$ cat src/rtl/enable_gen_bus_pkg.sv
// Register bus definitions for the enable generator
// Request and response structs of the strobe/ready/read_valid bus
// shared by the decode block and the top level

package enable_gen_bus_pkg;

    // Address and data width of the register bus
    localparam int BUS_WIDTH = 32;

    // Driven by the bus master
    typedef struct packed {
        logic [BUS_WIDTH-1:0] address;
        logic [BUS_WIDTH-1:0] write_data;
        // Accepted only while ready is high
        logic                 write_strobe;
        // Wins over write_strobe when both are set
        logic                 read_strobe;
    } sb_request_t;

    // Returned to the bus master
    typedef struct packed {
        // Low while a write is applied or a read is answered
        logic                 ready;
        // One cycle after an accepted read strobe
        logic                 read_valid;
        // Zero outside read_valid
        logic [BUS_WIDTH-1:0] read_data;
    } sb_response_t;

endpackage

$ cat src/rtl/enable_gen_timing_pkg.sv
// Timer register map for the enable generator
// Register offsets, control bit positions and the struct of applied
// settings that decode hands to the counter, comparator and output stage

package enable_gen_timing_pkg;

    // Width of every timer register
    localparam int SETTING_WIDTH = 32;

    // Offsets from the block base address
    localparam logic [SETTING_WIDTH-1:0] CONTROL_OFFSET   = 32'h00;
    localparam logic [SETTING_WIDTH-1:0] PERIOD_OFFSET    = 32'h04;
    localparam logic [SETTING_WIDTH-1:0] THRESHOLD_OFFSET = 32'h08;

    // Control register bits
    localparam int RUN_BIT        = 0;
    localparam int PULSE_MODE_BIT = 1;

    // Settings as applied after a bus write
    typedef struct packed {
        logic                     run;
        logic                     pulse_mode;
        logic [SETTING_WIDTH-1:0] period;
        logic [SETTING_WIDTH-1:0] threshold;
    } timer_settings_t;

endpackage

$ cat src/rtl/enable_gen_reg_decode.sv
// Register decode for the enable generator
// Latches bus writes, applies them to the timer settings over two
// cycles with ready low, and answers reads with one read_valid cycle

`timescale 1ns/1ps

module enable_gen_reg_decode
    import enable_gen_bus_pkg::*;
    import enable_gen_timing_pkg::*;
#(
    parameter logic [BUS_WIDTH-1:0] BASE_ADDRESS = '0
) (
    input  logic            clock,
    input  logic            reset,
    input  sb_request_t     bus_request,
    output sb_response_t    bus_response,
    output timer_settings_t settings
);

    typedef enum logic {
        idle_state,
        apply_state
    } state_t;

    state_t               state;
    logic                 apply_done;
    logic                 ready;
    logic                 read_valid;
    logic                 idle_ready;
    logic                 read_accept;
    logic                 write_accept;
    logic [BUS_WIDTH-1:0] request_offset;
    logic [BUS_WIDTH-1:0] latched_offset;
    logic [BUS_WIDTH-1:0] latched_data;
    logic [BUS_WIDTH-1:0] control_word;
    logic [BUS_WIDTH-1:0] readback_data;

    assign request_offset = bus_request.address - BASE_ADDRESS;
    assign idle_ready     = (state == idle_state) && ready;
    assign read_accept    = idle_ready && bus_request.read_strobe;
    // Read wins if the master raises both strobes
    assign write_accept   = idle_ready && bus_request.write_strobe
                            && !bus_request.read_strobe;

    // Offset serves both the pending write and the read answer
    always_ff @(posedge clock) begin
        if (read_accept || write_accept) begin
            latched_offset <= request_offset;
            latched_data   <= bus_request.write_data;
        end
    end

    always_ff @(posedge clock) begin
        if (!reset) begin
            state      <= idle_state;
            apply_done <= 1'b0;
            ready      <= 1'b1;
            read_valid <= 1'b0;
            settings   <= '0;
        end else begin
            read_valid <= read_accept;
            case (state)
                idle_state: begin
                    if (read_accept) begin
                        // Hold off new requests during the read_valid cycle
                        ready <= 1'b0;
                    end else if (write_accept) begin
                        ready <= 1'b0;
                        state <= apply_state;
                    end else begin
                        ready <= 1'b1;
                    end
                end
                apply_state: begin
                    if (apply_done) begin
                        apply_done <= 1'b0;
                        ready      <= 1'b1;
                        state      <= idle_state;
                    end else begin
                        // New setting visible from the next cycle
                        apply_done <= 1'b1;
                        case (latched_offset)
                            CONTROL_OFFSET: begin
                                settings.run        <= latched_data[RUN_BIT];
                                settings.pulse_mode <= latched_data[PULSE_MODE_BIT];
                            end
                            PERIOD_OFFSET: begin
                                settings.period <= latched_data;
                            end
                            THRESHOLD_OFFSET: begin
                                settings.threshold <= latched_data;
                            end
                            default: begin
                                // Unmapped writes are dropped
                            end
                        endcase
                    end
                end
                default: begin
                    state <= idle_state;
                end
            endcase
        end
    end

    // Readback straight from the applied settings
    always_comb begin
        control_word                 = '0;
        control_word[RUN_BIT]        = settings.run;
        control_word[PULSE_MODE_BIT] = settings.pulse_mode;
        case (latched_offset)
            CONTROL_OFFSET:   readback_data = control_word;
            PERIOD_OFFSET:    readback_data = settings.period;
            THRESHOLD_OFFSET: readback_data = settings.threshold;
            default:          readback_data = '0;
        endcase
    end

    always_comb begin
        bus_response.ready      = ready;
        bus_response.read_valid = read_valid;
        bus_response.read_data  = read_valid ? readback_data : '0;
    end

    // Ready back high after at most two low cycles
    assert property (@(posedge clock) disable iff (!reset)
        !ready ##1 !ready |=> ready);

    // Single read_valid cycle per accepted read
    assert property (@(posedge clock) disable iff (!reset)
        read_valid |=> !read_valid);

endmodule

$ cat src/rtl/enable_gen_counter.sv
// Period counter for the enable generator
// Counts while the run bit or gen_enable_in is high and wraps to zero
// after period minus one

`timescale 1ns/1ps

module enable_gen_counter
    import enable_gen_timing_pkg::*;
#(
    parameter int COUNTER_WIDTH = 32
) (
    input  logic                     clock,
    input  logic                     reset,
    input  timer_settings_t          settings,
    input  logic                     gen_enable_in,
    output logic [COUNTER_WIDTH-1:0] count
);

    logic                     enabled;
    logic                     at_wrap;
    logic [COUNTER_WIDTH-1:0] period;

    // Either source keeps the counter running
    assign enabled = settings.run || gen_enable_in;

    // Only the low bits of the programmed period take part
    assign period = settings.period[COUNTER_WIDTH-1:0];

    // Period 0 or 1 pins the count at zero.
    // A count past a freshly shortened period also wraps here
    assign at_wrap = (period <= 1) || (count >= period - 1'b1);

    always_ff @(posedge clock) begin
        if (!reset) begin
            count <= '0;
        end else if (enabled) begin
            if (at_wrap) begin
                count <= '0;
            end else begin
                count <= count + 1'b1;
            end
        end
    end

    // A step never leaves the count at or beyond the period
    assert property (@(posedge clock) disable iff (!reset)
        enabled && (period > 1) |=> count < $past(period));

endmodule

$ cat src/rtl/enable_gen_comparator.sv
// Threshold comparator for the enable generator
// Registers whether the count has reached the threshold; every enable
// is derived from this level

`timescale 1ns/1ps

module enable_gen_comparator
    import enable_gen_timing_pkg::*;
#(
    parameter int COUNTER_WIDTH = 32
) (
    input  logic                     clock,
    input  logic                     reset,
    input  logic [COUNTER_WIDTH-1:0] count,
    input  timer_settings_t          settings,
    output logic                     compare_level
);

    logic [COUNTER_WIDTH-1:0] threshold;

    assign threshold = settings.threshold[COUNTER_WIDTH-1:0];

    // High from threshold up to the wrap, so period minus threshold cycles
    always_ff @(posedge clock) begin
        if (!reset) begin
            compare_level <= 1'b0;
        end else begin
            compare_level <= (count >= threshold);
        end
    end

endmodule

$ cat src/rtl/enable_gen_output_stage.sv
// Output stage for the enable generator
// Level mode registers the compare level, pulse mode gives one
// cycle of enable per rising edge of the compare level

`timescale 1ns/1ps

module enable_gen_output_stage
    import enable_gen_timing_pkg::*;
(
    input  logic            clock,
    input  logic            reset,
    input  logic            compare_level,
    input  timer_settings_t settings,
    output logic            enable_out
);

    logic previous_level;
    logic rising_edge;

    assign rising_edge = compare_level && !previous_level;

    always_ff @(posedge clock) begin
        if (!reset) begin
            previous_level <= 1'b0;
            enable_out     <= 1'b0;
        end else begin
            previous_level <= compare_level;
            if (settings.pulse_mode) begin
                enable_out <= rising_edge;
            end else begin
                enable_out <= compare_level;
            end
        end
    end

    // Pulses stay single cycle once pulse mode is in place
    assert property (@(posedge clock) disable iff (!reset)
        (settings.pulse_mode && enable_out) ##1 settings.pulse_mode |-> !enable_out);

endmodule

$ cat src/rtl/enable_generator.sv
// Bus-programmable enable generator
// Register decode feeds a period counter and threshold comparator,
// whose level the output stage passes on or turns into pulses

`timescale 1ns/1ps

module enable_generator
    import enable_gen_bus_pkg::*;
    import enable_gen_timing_pkg::*;
#(
    parameter logic [BUS_WIDTH-1:0] BASE_ADDRESS  = '0,
    parameter int                   COUNTER_WIDTH = 32
) (
    input  logic         clock,
    input  logic         reset,
    input  sb_request_t  bus_request,
    output sb_response_t bus_response,
    input  logic         gen_enable_in,
    output logic         enable_out
);

    timer_settings_t          settings;
    logic [COUNTER_WIDTH-1:0] count;
    logic                     compare_level;

    enable_gen_reg_decode #(
        .BASE_ADDRESS(BASE_ADDRESS)
    ) decode (
        .clock       (clock),
        .reset       (reset),
        .bus_request (bus_request),
        .bus_response(bus_response),
        .settings    (settings)
    );

    enable_gen_counter #(
        .COUNTER_WIDTH(COUNTER_WIDTH)
    ) counter (
        .clock        (clock),
        .reset        (reset),
        .settings     (settings),
        .gen_enable_in(gen_enable_in),
        .count        (count)
    );

    enable_gen_comparator #(
        .COUNTER_WIDTH(COUNTER_WIDTH)
    ) comparator (
        .clock        (clock),
        .reset        (reset),
        .count        (count),
        .settings     (settings),
        .compare_level(compare_level)
    );

    // Count to enable_out is two registered stages
    enable_gen_output_stage output_stage (
        .clock        (clock),
        .reset        (reset),
        .compare_level(compare_level),
        .settings     (settings),
        .enable_out   (enable_out)
    );

endmodule

$ cat config.mk
export PLATFORM = sky130hd
export DESIGN_NAME = enable_generator
export DESIGN_NICKNAME = d
export VERILOG_FILES = /design/src/rtl/enable_gen_bus_pkg.sv /design/src/rtl/enable_gen_timing_pkg.sv /design/src/rtl/enable_gen_reg_decode.sv /design/src/rtl/enable_gen_counter.sv /design/src/rtl/enable_gen_comparator.sv /design/src/rtl/enable_gen_output_stage.sv /design/src/rtl/enable_generator.sv
export SDC_FILE = /design/constraint.sdc
export NUM_CORES = 1
export LEC_CHECK = 0
export ABC_AREA = 1
export BUFFER_PORTS_ARGS = -buffer_cell sky130_fd_sc_hd__buf_2
export CAP_MARGIN = 20
export CORE_MARGIN = 1
export CORE_UTILIZATION = 40
export DETAILED_ROUTE_END_ITERATION = 7
export PLACE_DENSITY = 0.57
export SLEW_MARGIN = 20
export SYNTH_ARGS = -nofsm -noshare
export SYNTH_HDL_FRONTEND = slang
export SYNTH_HIERARCHICAL = 1
export SYNTH_SLANG_ARGS = --single-unit
$ cat constraint.sdc
create_clock -name clock -period 3.4 [get_ports clock]
set_clock_uncertainty 0.15 [all_clocks]
set_input_delay 0 -clock clock [delete_from_list [all_inputs] [get_ports clock]]
set_output_delay 0 -clock clock [all_outputs]
set_load 0.01 [all_outputs]
==> load_flow_metrics.sql, run 1 <==
INSERT INTO impl_metrics (metric_group, metric, value, unit) VALUES
('status', 'outcome', 'completed', ''),
('synthesis', 'syn_avg_cell_area', '7.54', 'um2'),
('floorplanning', 'fp.dieH', '159', 'um'),
('sta', 'final-max-slew-violation-count', '0', ''),
('sta', 'hold_viol_final', '0', ''),
('worst_setup_path', 'regToRegStartpoint', 'decode/settings[35]$_SDFFE_PN0P_', ''),
('route', 'count_of_antenna_violating_nets_left_after_detailed_routing', '0', ''),
('floorplanning', 'fp.dieArea', '25300', 'um2'),
('global_routing', 'grt_start_max_net_pins', '55', ''),
('worst_setup_path', 'timing_worst_setup_path_type', 'reg -> reg', ''),
('min_path', 'min_path_type', 'in -> reg', ''),
('worst_setup_path', 'timing.critical_path.to_type', 'flip-flop', ''),
('pwr', 'power.share.clock', '0.440', ''),
('route', 'vias', '8421', ''),
('placement', 'numPlacedInstances', '1707', ''),
('synthesis', 'parity_gate_share_of_the_synthesized_area_counting_xor_and_xnor_cells', '0.0461', ''),
('pwr', 'power.density', '377', 'nW/um2'),
('synthesis', 'number_of_standard_cells_after_synthesis', '1309', ''),
('worst_setup_path', 'worstReg2RegEnd', 'counter/count[15]$_SDFFE_PN0P_', ''),
('synthesis', 'netlist-cell-type-count', '41', ''),
('pwr', 'power_leakage', '5.58', 'nW'),
('synthesis', 'synth_ff_type', 'sky130_fd_sc_hd__dfxtp_1', ''),
('sta', 'maxClockFrequency', '317', 'MHz'),
('global_routing', 'initial_antenna_violation_count', '0', ''),
('synthesis', 'synth_largest_type_area_fraction', '0.213', ''),
('placement', 'gpl.final_weighted_congestion', '0.861', ''),
('synthesis', 'synth_compound_gate_area_share', '0.0396', ''),
('final_layout', 'layout.cells.non_filler', '1811', ''),
('min_path', 'number_of_stages_on_the_worst_hold_path', '2', ''),
('route', 'detailedRoute.firstPassIterationCount', '5', ''),
('floorplanning', 'i_o_pin_count', '104', ''),
('pwr', 'report.power.total', '4.53', 'mW'),
('pwr', 'ir_drop', '0.288', 'mV'),
('global_routing', 'grt_pass1_vias', '7734', ''),
('final_layout', 'syn_to_final_growth', '21.7', '%'),
('worst_setup_path', 'r2r_cells', '20', ''),
('synthesis', 'netlist_top_cells_area', 'sky130_fd_sc_hd__dfxtp_1 21%, sky130_fd_sc_hd__edfxtp_1 19%, sky130_fd_sc_hd__nand2_1 12%', ''),
('synthesis', 'synth_top_cell_by_area', 'sky130_fd_sc_hd__dfxtp_1', ''),
('clock_tree', 'clock_root_buffer', 'sky130_fd_sc_hd__clkbuf_16', ''),
('sta', 'worstMarginPinSlew', '1.09', 'ns'),
('placement', 'dpl.hpwl', '17500', 'um'),
('synthesis', 'largest_family_of_logic_cells_by_synthesized_area', 'simple AND/OR/NAND/NOR gates', ''),
('final_layout', 'final_net_count', '1610', ''),
('sta', 'worst_slack', '0.249', 'ns'),
('sta', 'timing.max_slew.rel_slack', '0.277', ''),
('floorplanning', 'die-width', '159', 'um'),
('synthesis', 'synthMuxAreaShare', '0.00101', ''),
('worst_setup_path', 'reg2reg_setup_slack', '0.25', 'ns'),
('worst_setup_path', 'required', '3.62', 'ns'),
('final_layout', 'final_layout_size_suffix_gt1_frac', '0.146', ''),
('sta', 'finalWorstPathRequiredPeriod', '3.15', 'ns'),
('pwr', 'power.share.switching', '0.252', ''),
('clock_tree', 'clk-insertion-delay-late', '0.44', 'ns'),
('route', 'wire_per_inst', '13.4', 'um'),
('floorplanning', 'core.rowCount', '57', ''),
('route', 'detail_route.wirelength', '24300', 'um'),
('pwr', 'power_frac_seq', '0.492', ''),
('worst_setup_path', 'worst-path-max-fanout', '8', ''),
('route', 'post-route-drc-count', '0', ''),
('worst_setup_path', 'critical_path.startpoint_type', 'flip-flop', ''),
('synthesis', 'synth_adder_area_share', '0.0849', ''),
('clock_tree', 'max-clock-path-buffers', '2', ''),
('sta', 'setup_violation_total_in_the_final_timing_report', '0', ''),
('global_routing', 'grt_overflow', '0', ''),
('clock_tree', 'htree_levels', '4', ''),
('job', 'cap_violations', '0', ''),
('placement', 'portBuffers', '103', ''),
('clock_tree', 'tritoncts', 'done', ''),
('route', 'detail_route.vias_per_cell', '4.65', ''),
('synthesis', 'synth.net_count', '1445', ''),
('clock_tree', 'cts_buffers', '17', '');
## cell type report
type,instances,area (um2)
flip-flops and latches,169,4020
clock buffers,17,425
repair buffers,187,1390
well taps,324,405
multi-input cells,927,4940
fillers,2404,12200
clock inverters,15,181
inverters,172,646
## how the worst max path moves through the flow
stage | endpoint | slack, ns | cells after the start
floorplan | counter/count[25]$_SDFFE_PN0P_ | 0.67 | 18
global placement | counter/count[8]$_SDFFE_PN0P_ | 0.34 | 18
detailed placement | counter/count[7]$_SDFFE_PN0P_ | 0.27 | 18
CTS | counter/count[15]$_SDFFE_PN0P_ | 0.25 | 18
global route | counter/count[18]$_SDFFE_PN0P_ | -0.001 | 20
finish | counter/count[15]$_SDFFE_PN0P_ | 0.25 | 20
## kinds of logic (layout without fill, tap and decap cells)
| group | Yosys count | after routing |
|---|---|---|
| and+or+nand+nor | 735 | 735 |
| buffers and inverters | 213 | 391 |
| DFF | 169 | 169 |
| AOI/OAI and AO/OA | 72 | 72 |
| adders and majority gates | 67 | 67 |
| xor gates and xnor gates | 52 | 52 |
| muxes | 1 | 1 |
## critical path: stages, from the launching register on
cell and delay [ns]:
sky130_fd_sc_hd__dfxtp_1 0.35, sky130_fd_sc_hd__nor2_2 0.18, sky130_fd_sc_hd__nand3_1 0.10, sky130_fd_sc_hd__nor2_2 0.15, sky130_fd_sc_hd__nand2_2 0.09, sky130_fd_sc_hd__inv_2 0.09
sky130_fd_sc_hd__nand3_2 0.10, sky130_fd_sc_hd__nor2_2 0.16, sky130_fd_sc_hd__nand3_1 0.10, sky130_fd_sc_hd__xor2_1 0.15, sky130_fd_sc_hd__ha_1 0.32, sky130_fd_sc_hd__a21oi_1 0.18
sky130_fd_sc_hd__nand2_1 0.08, sky130_fd_sc_hd__a21oi_1 0.13, sky130_fd_sc_hd__nand2_1 0.07, sky130_fd_sc_hd__nor2_1 0.09, sky130_fd_sc_hd__nand2_1 0.06, sky130_fd_sc_hd__nand2_1 0.10
sky130_fd_sc_hd__nand2_4 0.11, sky130_fd_sc_hd__clkbuf_16 0.23, sky130_fd_sc_hd__nor2_1 0.09
## synthesized netlist by cell type (10+ instances only)
cell,count
sky130_fd_sc_hd__nand2_1,305
sky130_fd_sc_hd__nor2_1,258
sky130_fd_sc_hd__inv_1,165
sky130_fd_sc_hd__dfxtp_1,105
sky130_fd_sc_hd__nand3_1,96
sky130_fd_sc_hd__ha_1,67
sky130_fd_sc_hd__edfxtp_1,64
sky130_fd_sc_hd__a21oi_1,54
sky130_fd_sc_hd__xor2_1,39
sky130_fd_sc_hd__buf_4,14
sky130_fd_sc_hd__nor2_2,14
sky130_fd_sc_hd__xnor2_1,13
sky130_fd_sc_hd__nand2_2,12
sky130_fd_sc_hd__nor3_1,12
sky130_fd_sc_hd__nand4_1,11
sky130_fd_sc_hd__nor2_4,10
## repair_timing
action,in CTS,in global routing
gates resized for setup,0,9
setup buffers,0,2
setup endpoints to repair,0,32
endpoints found under the hold margin,70,0
hold buffers,67,0
## state kept, by name, indices dropped and copies added (netlist names)
| signal | cells |
|---|---|
| comparator/compare_level | 1 |
| decode/ready | 1 |
| decode/state | 1 |
| output_stage/previous_level | 1 |
| decode/latched_offset | 32 |
| output_stage/enable_out | 1 |
| decode/apply_done | 1 |
| decode/latched_data | 32 |
| counter/count | 32 |
| decode/read_valid | 1 |
| decode/settings | 66 |
## placed cells by master (no fill, tap or decap), types with 11 or more instances in the layout
| master | netlist | layout |
|---|---|---|
| sky130_fd_sc_hd__a21oi_1 | 54 | 54 |
| sky130_fd_sc_hd__dfxtp_1 | 105 | 105 |
| sky130_fd_sc_hd__nor2_1 | 258 | 256 |
| sky130_fd_sc_hd__buf_2 | 6 | 103 |
| sky130_fd_sc_hd__edfxtp_1 | 64 | 64 |
| sky130_fd_sc_hd__nor2_4 | 10 | 12 |
| sky130_fd_sc_hd__nand2_1 | 305 | 304 |
| sky130_fd_sc_hd__nor3_1 | 12 | 11 |
| sky130_fd_sc_hd__nand4_1 | 11 | 11 |
| sky130_fd_sc_hd__xnor2_1 | 13 | 13 |
| sky130_fd_sc_hd__xor2_1 | 39 | 39 |
| sky130_fd_sc_hd__inv_1 | 165 | 163 |
| sky130_fd_sc_hd__buf_4 | 14 | 11 |
| sky130_fd_sc_hd__ha_1 | 67 | 66 |
| sky130_fd_sc_hd__clkbuf_16 | 0 | 19 |
| sky130_fd_sc_hd__nor2_2 | 14 | 14 |
| sky130_fd_sc_hd__nand3_1 | 96 | 95 |
| sky130_fd_sc_hd__dlygate4sd3_1 | 0 | 67 |
| sky130_fd_sc_hd__nand2_2 | 12 | 12 |
## per-layer routing
metal / vias to the layer above / global-route usage / part of all wire
met4: 0 / 0.0538 / 0.011
met2: 167 / 0.311 / 0.46
li1: 4447 / - / -
met3: 19 / 0.0274 / 0.036
met5: - / 0 / 0
met1: 3788 / 0.275 / 0.50
## power by group through the flow
stage	Combinational, mW	Clock, mW	Sequential, mW
after floorplan	0.153	0	2.27
after global placement	0.240	0	2.27
after detailed placement	0.240	0	2.27
after CTS	0.299	2.04	2.23
after global routing	0.345	2.12	2.23
final	0.308	2.00	2.23
## metrics by stage
| stage | hold slack (ns) | util | area, um2 |
|---|---|---|---|
| floorplan | -0.0511 | - | 9870 |
| global placement | 0.0263 | 0.438 | 10600 |
| CTS | 0.0988 | 0.491 | 11900 |
| detailed placement | 0.0281 | 0.438 | 10600 |
| finish | 0.111 | 0.495 | 12000 |
| global route | 0.104 | 0.495 | 12000 |
Power figures use the tool's default switching activity.
==> run 2: changes to the inputs <==
Settings changed: SYNTH_HIERARCHICAL 1 to not set, TNS_END_PERCENT set to 50.
==> run 2 against run 1 <==
  * Largest cell class unchanged
  * Worst hold slack better by 0.0055 ns
  * Largest power group unchanged
  * Wire length is 4.9% higher
  * Total power down 1.6%
  * Fmax shrank 2.3%
  * Area after synthesis is 1.5% lower
  * Non-clock buffer count stayed put
==> load_flow_metrics.sql, run 2 <==
INSERT INTO impl_metrics (metric_group, metric, value, unit) VALUES
('status', 'outcome', 'completed', ''),
('synthesis', 'ys_warn_count', '0', ''),
('synthesis', 'synth_async_sr_flop_share', '0', ''),
('pwr', 'switching_power', '1.15', 'mW'),
('synthesis', 'synth_seq_area_share', '0.414', ''),
('clock_tree', 'tritoncts', 'done', ''),
('synthesis', 'synth.net_count', '1382', ''),
('final_layout', 'largest_reg_flops', '66', ''),
('synthesis', 'synth_ff_type', 'sky130_fd_sc_hd__dfxtp_1', ''),
('worst_setup_path', 'crit_chain', 'inv_1, ha_2, nand2_2, nor2_2, inv_2, nor3_4, nand3_2, nor3_2, xnor2_1, ha_1, nand2_1, nor2_1, nand4_1, a21oi_1, nor2_1, nand2_1, nand2_1, nand2_2, clkbuf_16, nor2_1', ''),
('final_layout', 'insertedDiodeCount', '0', ''),
('worst_setup_path', 'crit_arrival', '3.40', 'ns'),
('synthesis', 'largest_family_of_logic_cells_by_synthesized_area', 'simple AND/OR/NAND/NOR gates', ''),
('global_routing', 'initial_antenna_violation_count', '0', ''),
('worst_setup_path', 'required', '3.57', 'ns'),
('placement', 'gpl.final_weighted_congestion', '0.842', ''),
('route', 'post-route-drc-count', '0', ''),
('pwr', 'ir_drop', '0.430', 'mV'),
('global_routing', 'grt_first_pass_wirelength', '40600', 'um'),
('pwr', 'power.share.clock', '0.435', ''),
('pwr', 'power.density', '376', 'nW/um2'),
('sta', 'final-max-slew-violation-count', '0', ''),
('pwr', 'fraction_of_power_consumed_by_combinational_cells', '0.065', ''),
('synthesis', 'synth_simple_gate_area_share', '0.315', ''),
('route', 'vias', '8272', ''),
('final_layout', 'final_layout_size_suffix_gt1_frac', '0.168', ''),
('pwr', 'power_frac_seq', '0.500', ''),
('sta', 'finalWorstPathRequiredPeriod', '3.22', 'ns'),
('sta', 'timing.max_slew.rel_slack', '0.472', ''),
('final_layout', 'top_register', 'decode.settings', ''),
('sta', 'maxClockFrequency', '310', 'MHz'),
('clock_tree', 'cts_buffers', '17', ''),
('global_routing', 'grt_overflow', '0', ''),
('clock_tree', 'clk-insertion-delay-late', '0.44', 'ns'),
('final_layout', 'syn_to_final_growth', '21.9', '%'),
('clock_tree', 'cts.clk_slew.worst_paths', '0.08', 'ns'),
('job', 'cap_violations', '0', ''),
('route', 'detailedRoute.firstPassIterationCount', '7', ''),
('clock_tree', 'htree_levels', '4', ''),
('sta', 'worstMarginPinSlew', '0.791', 'ns'),
('synthesis', 'synth_enable_flop_cells', '64', ''),
('route', 'detail_route.wirelength', '25500', 'um'),
('clock_tree', 'clock_root_buffer', 'sky130_fd_sc_hd__clkbuf_16', ''),
('synthesis', 'syn_avg_cell_area', '7.80', 'um2'),
('final_layout', 'final_net_count', '1544', ''),
('worst_setup_path', 'timing.critical_path.slowest_stage_cell', 'sky130_fd_sc_hd__dfxtp_1', ''),
('sta', 'hold_viol_final', '0', ''),
('global_routing', 'grt_start_max_net_pins', '66', ''),
('global_routing', 'grt_pass1_vias', '7925', ''),
('floorplanning', 'die-width', '158', 'um'),
('floorplanning', 'core.rowCount', '56', ''),
('synthesis', 'synthMuxAreaShare', '0.00103', ''),
('synthesis', 'synth.top_cells.by_count', '223 x sky130_fd_sc_hd__nand2_1, 202 x sky130_fd_sc_hd__nor2_1, 156 x sky130_fd_sc_hd__inv_1', ''),
('placement', 'place_area', '10500', 'um2'),
('worst_setup_path', 'timing_worst_setup_path_type', 'reg -> reg', ''),
('synthesis', 'synth_adder_area_share', '0.0863', ''),
('floorplanning', 'i_o_pin_count', '104', ''),
('sta', 'worst_slack', '0.175', 'ns'),
('worst_setup_path', 'worst-path-max-fanout', '15', ''),
('synthesis', 'synth_top_cell_by_area', 'sky130_fd_sc_hd__dfxtp_1', ''),
('floorplanning', 'floorplan.initialDensity', '0.410', ''),
('final_layout', 'utilization', '0.500', ''),
('pwr', 'power_leakage', '5.33', 'nW'),
('min_path', 'min_path_type', 'in -> reg', ''),
('final_layout', 'mostFrequentLayoutCell', 'sky130_fd_sc_hd__nand2_1', ''),
('synthesis', 'netlist-cell-type-count', '40', ''),
('floorplanning', 'fp.dieArea', '24900', 'um2'),
('clock_tree', 'max-clock-path-buffers', '2', ''),
('synthesis', 'synthesis.area', '9720', 'um2'),
('worst_setup_path', 'timing.critical_path.to_type', 'flip-flop', ''),
('route', 'count_of_antenna_violating_nets_left_after_detailed_routing', '0', ''),
('synthesis', 'postSynthRegisterBits', '169', ''),
('worst_setup_path', 'critical-path-max-stage-delay', '0.34', 'ns'),
('sta', 'final_cycle_utilization_of_the_critical_path', '0.948', ''),
('route', 'detail_route.vias_per_cell', '4.75', ''),
('synthesis', 'number_of_standard_cells_after_synthesis', '1246', ''),
('final_layout', 'layout.cell_area.non_filler', '11800', 'um2'),
('pwr', 'p_int', '3.30', 'mW'),
('sta', 'setup_violation_total_in_the_final_timing_report', '0', ''),
('sta', 'rsz0062_at_grt', 'false', ''),
('route', 'wire_per_inst', '14.6', 'um'),
('route', 'detail_route.iter0.violations', '464', ''),
('clock_tree', 'clock_sinks', '169', ''),
('pwr', 'power.share.switching', '0.259', ''),
('floorplanning', 'fp.dieH', '158', 'um'),
('placement', 'post_place_setup_slack', '0.164', 'ns'),
('floorplanning', 'design.core.area', '23700', 'um2'),
('placement', 'dpl.hpwl', '18100', 'um'),
('final_layout', 'most-common-layout-cells', '218 x sky130_fd_sc_hd__nand2_1, 199 x sky130_fd_sc_hd__nor2_1, 156 x sky130_fd_sc_hd__inv_1, 131 x sky130_fd_sc_hd__nand3_1, 104 x sky130_fd_sc_hd__dfxtp_1', ''),
('synthesis', 'netlist_top_cells_area', 'sky130_fd_sc_hd__dfxtp_1 22%, sky130_fd_sc_hd__edfxtp_1 20%, sky130_fd_sc_hd__ha_1 8.6%', ''),
('synthesis', 'yosys.cell_count.top_type', 'sky130_fd_sc_hd__nand2_1', ''),
('sta', 'fin_tns_setup', '0', 'ns'),
('synthesis', 'synth_compound_gate_area_share', '0.0523', ''),
('global_routing', 'grt_util_all_layers', '0.213', ''),
('placement', 'portBuffers', '103', ''),
('synthesis', 'synth_largest_type_area_fraction', '0.216', ''),
('synthesis', 'parity_gate_share_of_the_synthesized_area_counting_xor_and_xnor_cells', '0.0424', ''),
('worst_setup_path', 'critical_path.startpoint_type', 'flip-flop', '');
-- run 2: changes by cell type after synthesis, sizes merged, moves of 10 or more --
cell / previous run / this run
a21oi: 56 / 66
inv: 172 / 159
nand2: 321 / 226
nand3: 100 / 132
nor2: 284 / 258
o21ai: 7 / 23
-- run 2: cell families after synthesis --
group                      count (synthesis)
DFF                                      169
xor gates and xnor gates                  47
buffers and inverters                    204
AOI/OAI and AO/OA                         97
adders and majority gates                 67
muxes                                      1
and+or+nand+nor                          661
-- run 2: stage by stage --
step                      hold slack [ns]  total power, mW  cells
final                               0.117             4.46   1740
after global routing                0.106             4.62   1740
after CTS                          0.0973             4.48   1738
after detailed placement           0.0281             2.50   1636
after global placement             0.0263             2.49   1636
after floorplan                   -0.0511             2.41   1246
-- run 2: worst max-delay path, delay by kind of cell, from the launching register on --
kind,cells,cell delay (ns)
buffers and inverters,3,0.43
AOI/OAI and AO/OA,1,0.16
and+or+nand+nor,13,1.43
xor gates and xnor gates,1,0.09
DFF,1,0.34
adders and majority gates,2,0.52
-- run 2: final timing paths --
check	to	start	depth (start not counted)	slack, ns
min	decode.latched_data[4]$_DFFE_PN_	bus_request[6]	2	0.12
max	counter.count[6]$_SDFFE_PN0P_	decode.settings[32]$_SDFFE_PN0P_	20	0.18
min reg2reg	output_stage.enable_out$_SDFF_PN0_	output_stage.previous_level$_SDFF_PN0_	1	0.28
max reg2reg	counter.count[6]$_SDFFE_PN0P_	decode.settings[32]$_SDFFE_PN0P_	20	0.18
-- run 2: routing by layer --
layer / track usage / part of all wire / wire (um)
met5: 0 / 0 / 0
met4: 0.0504 / 0.012 / 299
met1: 0.301 / 0.49 / 12500
met2: 0.331 / 0.45 / 11400
met3: 0.0419 / 0.050 / 1280
-- run 2: power groups by stage --
stage	registers (mW)	clock network [mW]	logic, mW
3_3_place_gp	2.27	0	0.220
2_1_floorplan	2.27	0	0.136
5_1_grt	2.24	2.07	0.319
6_report	2.23	1.94	0.290
3_5_place_dp	2.28	0	0.221
4_1_cts	2.23	1.97	0.283
-- run 2: what timing repair did --
item,CTS,global route
setup buffers,0,1
hold buffers,70,0
endpoints found under the hold margin,87,0
gates resized for setup,0,12
setup endpoints to repair,0,31
-- run 2: area by class of cell --
type,count,area [um2]
clock buffer,17,425
clock inverter,15,150
fill,2354,11800
inverter,160,601
multi-input combinational,873,4880
sequential,169,4030
tap,319,399
timing repair buffer,187,1360
==> run 3: changes to the inputs <==
Settings changed: CTS_BUF_LIST set to sky130_fd_sc_hd__clkbuf_2 sky130_fd_sc_hd__clkbuf_4 sky130_fd_sc_hd__clkbuf_8.
==> run 3 against run 2 <==
  * Combinational power fell by 2%
  * Count of clock-buffer cells in the layout did not move
  * Register-to-register slack improved by 0.11 ns
  * Final cell count fell by 0.11%
  * Worst hold slack got worse by 0.041 ns
  * Wire length fell by 1.2%
  * First-iteration DRC count fell by 0.22%
  * Non-clock buffer count fell by 2
  * Worst setup slack improved by 0.11 ns
  * Sequential share of layout area rose by 0.71 points
  * Critical path type unchanged
  * Critical endpoint is now counter.count[4]$_SDFFE_PN0P_
  * Largest power group unchanged
==> load_flow_metrics.sql, run 3 (synthesis results as in run 2) <==
INSERT INTO impl_metrics (metric_group, metric, value, unit) VALUES
('job', 'cap_violations', '0', ''),
('final_layout', 'utilization', '0.490', ''),
('route', 'detail_route.wirelength', '25200', 'um'),
('worst_setup_path', 'timing.critical_path.buf_inv', '3', ''),
('global_routing', 'grt_overflow', '0', ''),
('sta', 'worst_slack', '0.283', 'ns'),
('worst_setup_path', 'critical_path.startpoint_type', 'flip-flop', ''),
('worst_setup_path', 'worstReg2RegEnd', 'counter.count[4]$_SDFFE_PN0P_', ''),
('route', 'max_used_layer', 'met4', ''),
('sta', 'setup_violation_total_in_the_final_timing_report', '0', ''),
('worst_setup_path', 'timing.critical_path.slowest_stage_cell', 'sky130_fd_sc_hd__dfxtp_1', ''),
('global_routing', 'grt_first_pass_wirelength', '40500', 'um'),
('sta', 'timing.max_slew.rel_slack', '0.455', ''),
('placement', 'place_area', '10500', 'um2'),
('clock_tree', 'clock_sinks', '169', ''),
('final_layout', 'final_layout_size_suffix_gt1_frac', '0.167', ''),
('worst_setup_path', 'cp_top_family', 'simple AND/OR/NAND/NOR gates', ''),
('sta', 'final-max-slew-violation-count', '0', ''),
('global_routing', 'grt_util_all_layers', '0.212', ''),
('worst_setup_path', 'regToRegStartpoint', 'decode.settings[32]$_SDFFE_PN0P_', ''),
('floorplanning', 'design.core.area', '23700', 'um2'),
('sta', 'final_cycle_utilization_of_the_critical_path', '0.917', ''),
('final_layout', 'syn_to_final_growth', '19.5', '%'),
('route', 'detailedRoute.firstPassIterationCount', '6', ''),
('sta', 'finalWorstPathRequiredPeriod', '3.12', 'ns'),
('route', 'detailed_routed_wire_length_on_met3', '1200', 'um'),
('worst_setup_path', 'reg2reg_setup_slack', '0.28', 'ns'),
('route', 'post-route-drc-count', '0', ''),
('pwr', 'power.density', '342', 'nW/um2'),
('route', 'count_of_antenna_violating_nets_left_after_detailed_routing', '0', ''),
('sta', 'fin_tns_setup', '0', 'ns'),
('placement', 'dpl.hpwl', '18100', 'um'),
('placement', 'numPlacedInstances', '1636', ''),
('sta', 'hold_viol_final', '0', ''),
('worst_setup_path', 'crit_top_cell', 'sky130_fd_sc_hd__nand2_1', ''),
('route', 'detail_route.iter0.violations', '463', ''),
('pwr', 'ir_drop', '0.287', 'mV'),
('worst_setup_path', 'timing_worst_setup_path_type', 'reg -> reg', ''),
('final_layout', 'mostFrequentLayoutCell', 'sky130_fd_sc_hd__nand2_1', ''),
('route', 'detail_route.vias_per_cell', '4.77', ''),
('global_routing', 'grt_start_max_net_pins', '66', ''),
('clock_tree', 'max-clock-path-buffers', '2', ''),
('clock_tree', 'clk-insertion-delay-late', '0.47', 'ns'),
('route', 'dr_wl_met2', '11200', 'um'),
('final_layout', 'insertedDiodeCount', '0', ''),
('final_layout', 'most-common-layout-cells', '220 x sky130_fd_sc_hd__nand2_1, 199 x sky130_fd_sc_hd__nor2_1, 155 x sky130_fd_sc_hd__inv_1, 131 x sky130_fd_sc_hd__nand3_1, 103 x sky130_fd_sc_hd__buf_2', ''),
('global_routing', 'grt_pass1_vias', '7915', ''),
('global_routing', 'initial_antenna_violation_count', '0', ''),
('clock_tree', 'postCtsSetupRepairBufs', '0', ''),
('final_layout', 'layout.cells.non_filler', '1738', ''),
('min_path', 'number_of_stages_on_the_worst_hold_path', '2', ''),
('min_path', 'worst_hold_endpoint', 'decode.latched_data[4]$_DFFE_PN_', ''),
('floorplanning', 'fp.dieArea', '24900', 'um2'),
('floorplanning', 'fp.dieH', '158', 'um'),
('clock_tree', 'htree_levels', '4', ''),
('sta', 'rsz0062_at_grt', 'false', ''),
('clock_tree', 'clock_root_buffer', 'sky130_fd_sc_hd__clkbuf_8', ''),
('worst_setup_path', 'crit_chain', 'inv_2, ha_1, nand2_2, nor2_2, inv_2, nor3_4, nand3_2, nor3_2, xnor2_1, ha_1, nand2_1, nor2_1, nand4_1, a21oi_1, nor2_1, nand2_1, nand2_1, nand2_1, buf_12, nor2_1', ''),
('floorplanning', 'i_o_pin_count', '104', ''),
('placement', 'gpl.final_weighted_congestion', '0.842', ''),
('worst_setup_path', 'crit_arrival', '3.33', 'ns'),
('status', 'outcome', 'completed', ''),
('sta', 'hold_slack', '0.0755', 'ns'),
('final_layout', 'top_register', 'decode.settings', ''),
('min_path', 'min_path_type', 'in -> reg', ''),
('clock_tree', 'cts.clk_slew.worst_paths', '0.11', 'ns'),
('route', 'vias', '8283', ''),
('route', 'wire_per_inst', '14.5', 'um'),
('worst_setup_path', 'timing.critical_path.to_type', 'flip-flop', ''),
('placement', 'post_place_setup_slack', '0.164', 'ns'),
('clock_tree', 'cts_buffers', '17', ''),
('route', 'routedLengthMet1', '12500', 'um'),
('final_layout', 'largest_reg_flops', '66', ''),
('worst_setup_path', 'worst-path-max-fanout', '31', ''),
('pwr', 'power_leakage', '5.23', 'nW'),
('final_layout', 'final_net_count', '1542', ''),
('worst_setup_path', 'r2r_cells', '20', ''),
('final_layout', 'layout.cell_area.non_filler', '11600', 'um2'),
('floorplanning', 'floorplan.initialDensity', '0.410', ''),
('min_path', 'hold_start', 'bus_request[6]', ''),
('floorplanning', 'die-width', '158', 'um'),
('pwr', 'report.power.total', '3.97', 'mW'),
('sta', 'maxClockFrequency', '321', 'MHz'),
('worst_setup_path', 'required', '3.61', 'ns'),
('worst_setup_path', 'critical-path-max-stage-delay', '0.36', 'ns'),
('clock_tree', 'tritoncts', 'done', ''),
('sta', 'worstMarginPinSlew', '0.815', 'ns'),
('floorplanning', 'core.rowCount', '56', ''),
('placement', 'portBuffers', '103', '');
run 3: changes by cell type in the layout (fill, tap and decap cells not counted), sizes merged:
cell / change
buf: -1
clkbuf: -1
run 3: worst reg2reg max path: cells and delay by family, from the launching register on:
kind	cells	cell delay (ns)
buf+inv	3	0.36
xor+xnor	1	0.09
flops	1	0.36
simple gates	13	1.40
compound gates	1	0.14
fa+ha+maj	2	0.51
run 3: report_power, final:
group / leakage [nW] / total (mW) / internal (mW) / switching, mW
sequential: 1.47 / 2.23 / 2.20 / 0.0307
clock: 0.196 / 1.45 / 0.549 / 0.902
combinational: 3.56 / 0.285 / 0.123 / 0.162
run 3: timing repair:
| action | CTS | global route |
|---|---|---|
| hold buffers | 70 | 0 |
| endpoints found under the setup margin | 0 | 31 |
| endpoints found under the hold margin | 88 | 0 |
| gates resized for setup | 0 | 11 |
run 3: worst max path at each step:
stage                                           from                              to  slack (ns)  depth (start not counted)
global placement    decode.settings[32]$_SDFFE_PN0P_   counter.count[6]$_SDFFE_PN0P_        0.26                         20
finish              decode.settings[32]$_SDFFE_PN0P_   counter.count[4]$_SDFFE_PN0P_        0.28                         20
floorplan           decode.settings[32]$_SDFFE_PN0P_   counter.count[6]$_SDFFE_PN0P_        0.53                         20
global route        decode.settings[33]$_SDFFE_PN0P_  counter.count[11]$_SDFFE_PN0P_       0.003                         21
CTS                 decode.settings[32]$_SDFFE_PN0P_   counter.count[4]$_SDFFE_PN0P_        0.14                         20
detailed placement  decode.settings[32]$_SDFFE_PN0P_  counter.count[28]$_SDFFE_PN0P_        0.16                         20
run 3: routing by layer:
metal	vias to the layer above	track usage
met5	-	0
met4	0	0.0462
met3	15	0.0433
met2	180	0.330
met1	3762	0.299
li1	4326	-
run 3: area by class of cell:
| class | instances | area, um2 |
|---|---|---|
| Fill cell | 2379 | 12100 |
| Multi-Input combinational cell | 873 | 4870 |
| Sequential cell | 169 | 4030 |
| Timing Repair Buffer | 185 | 1330 |
| Inverter | 160 | 601 |
| Tap cell | 319 | 399 |
| Clock buffer | 17 | 234 |
| Clock inverter | 15 | 150 |
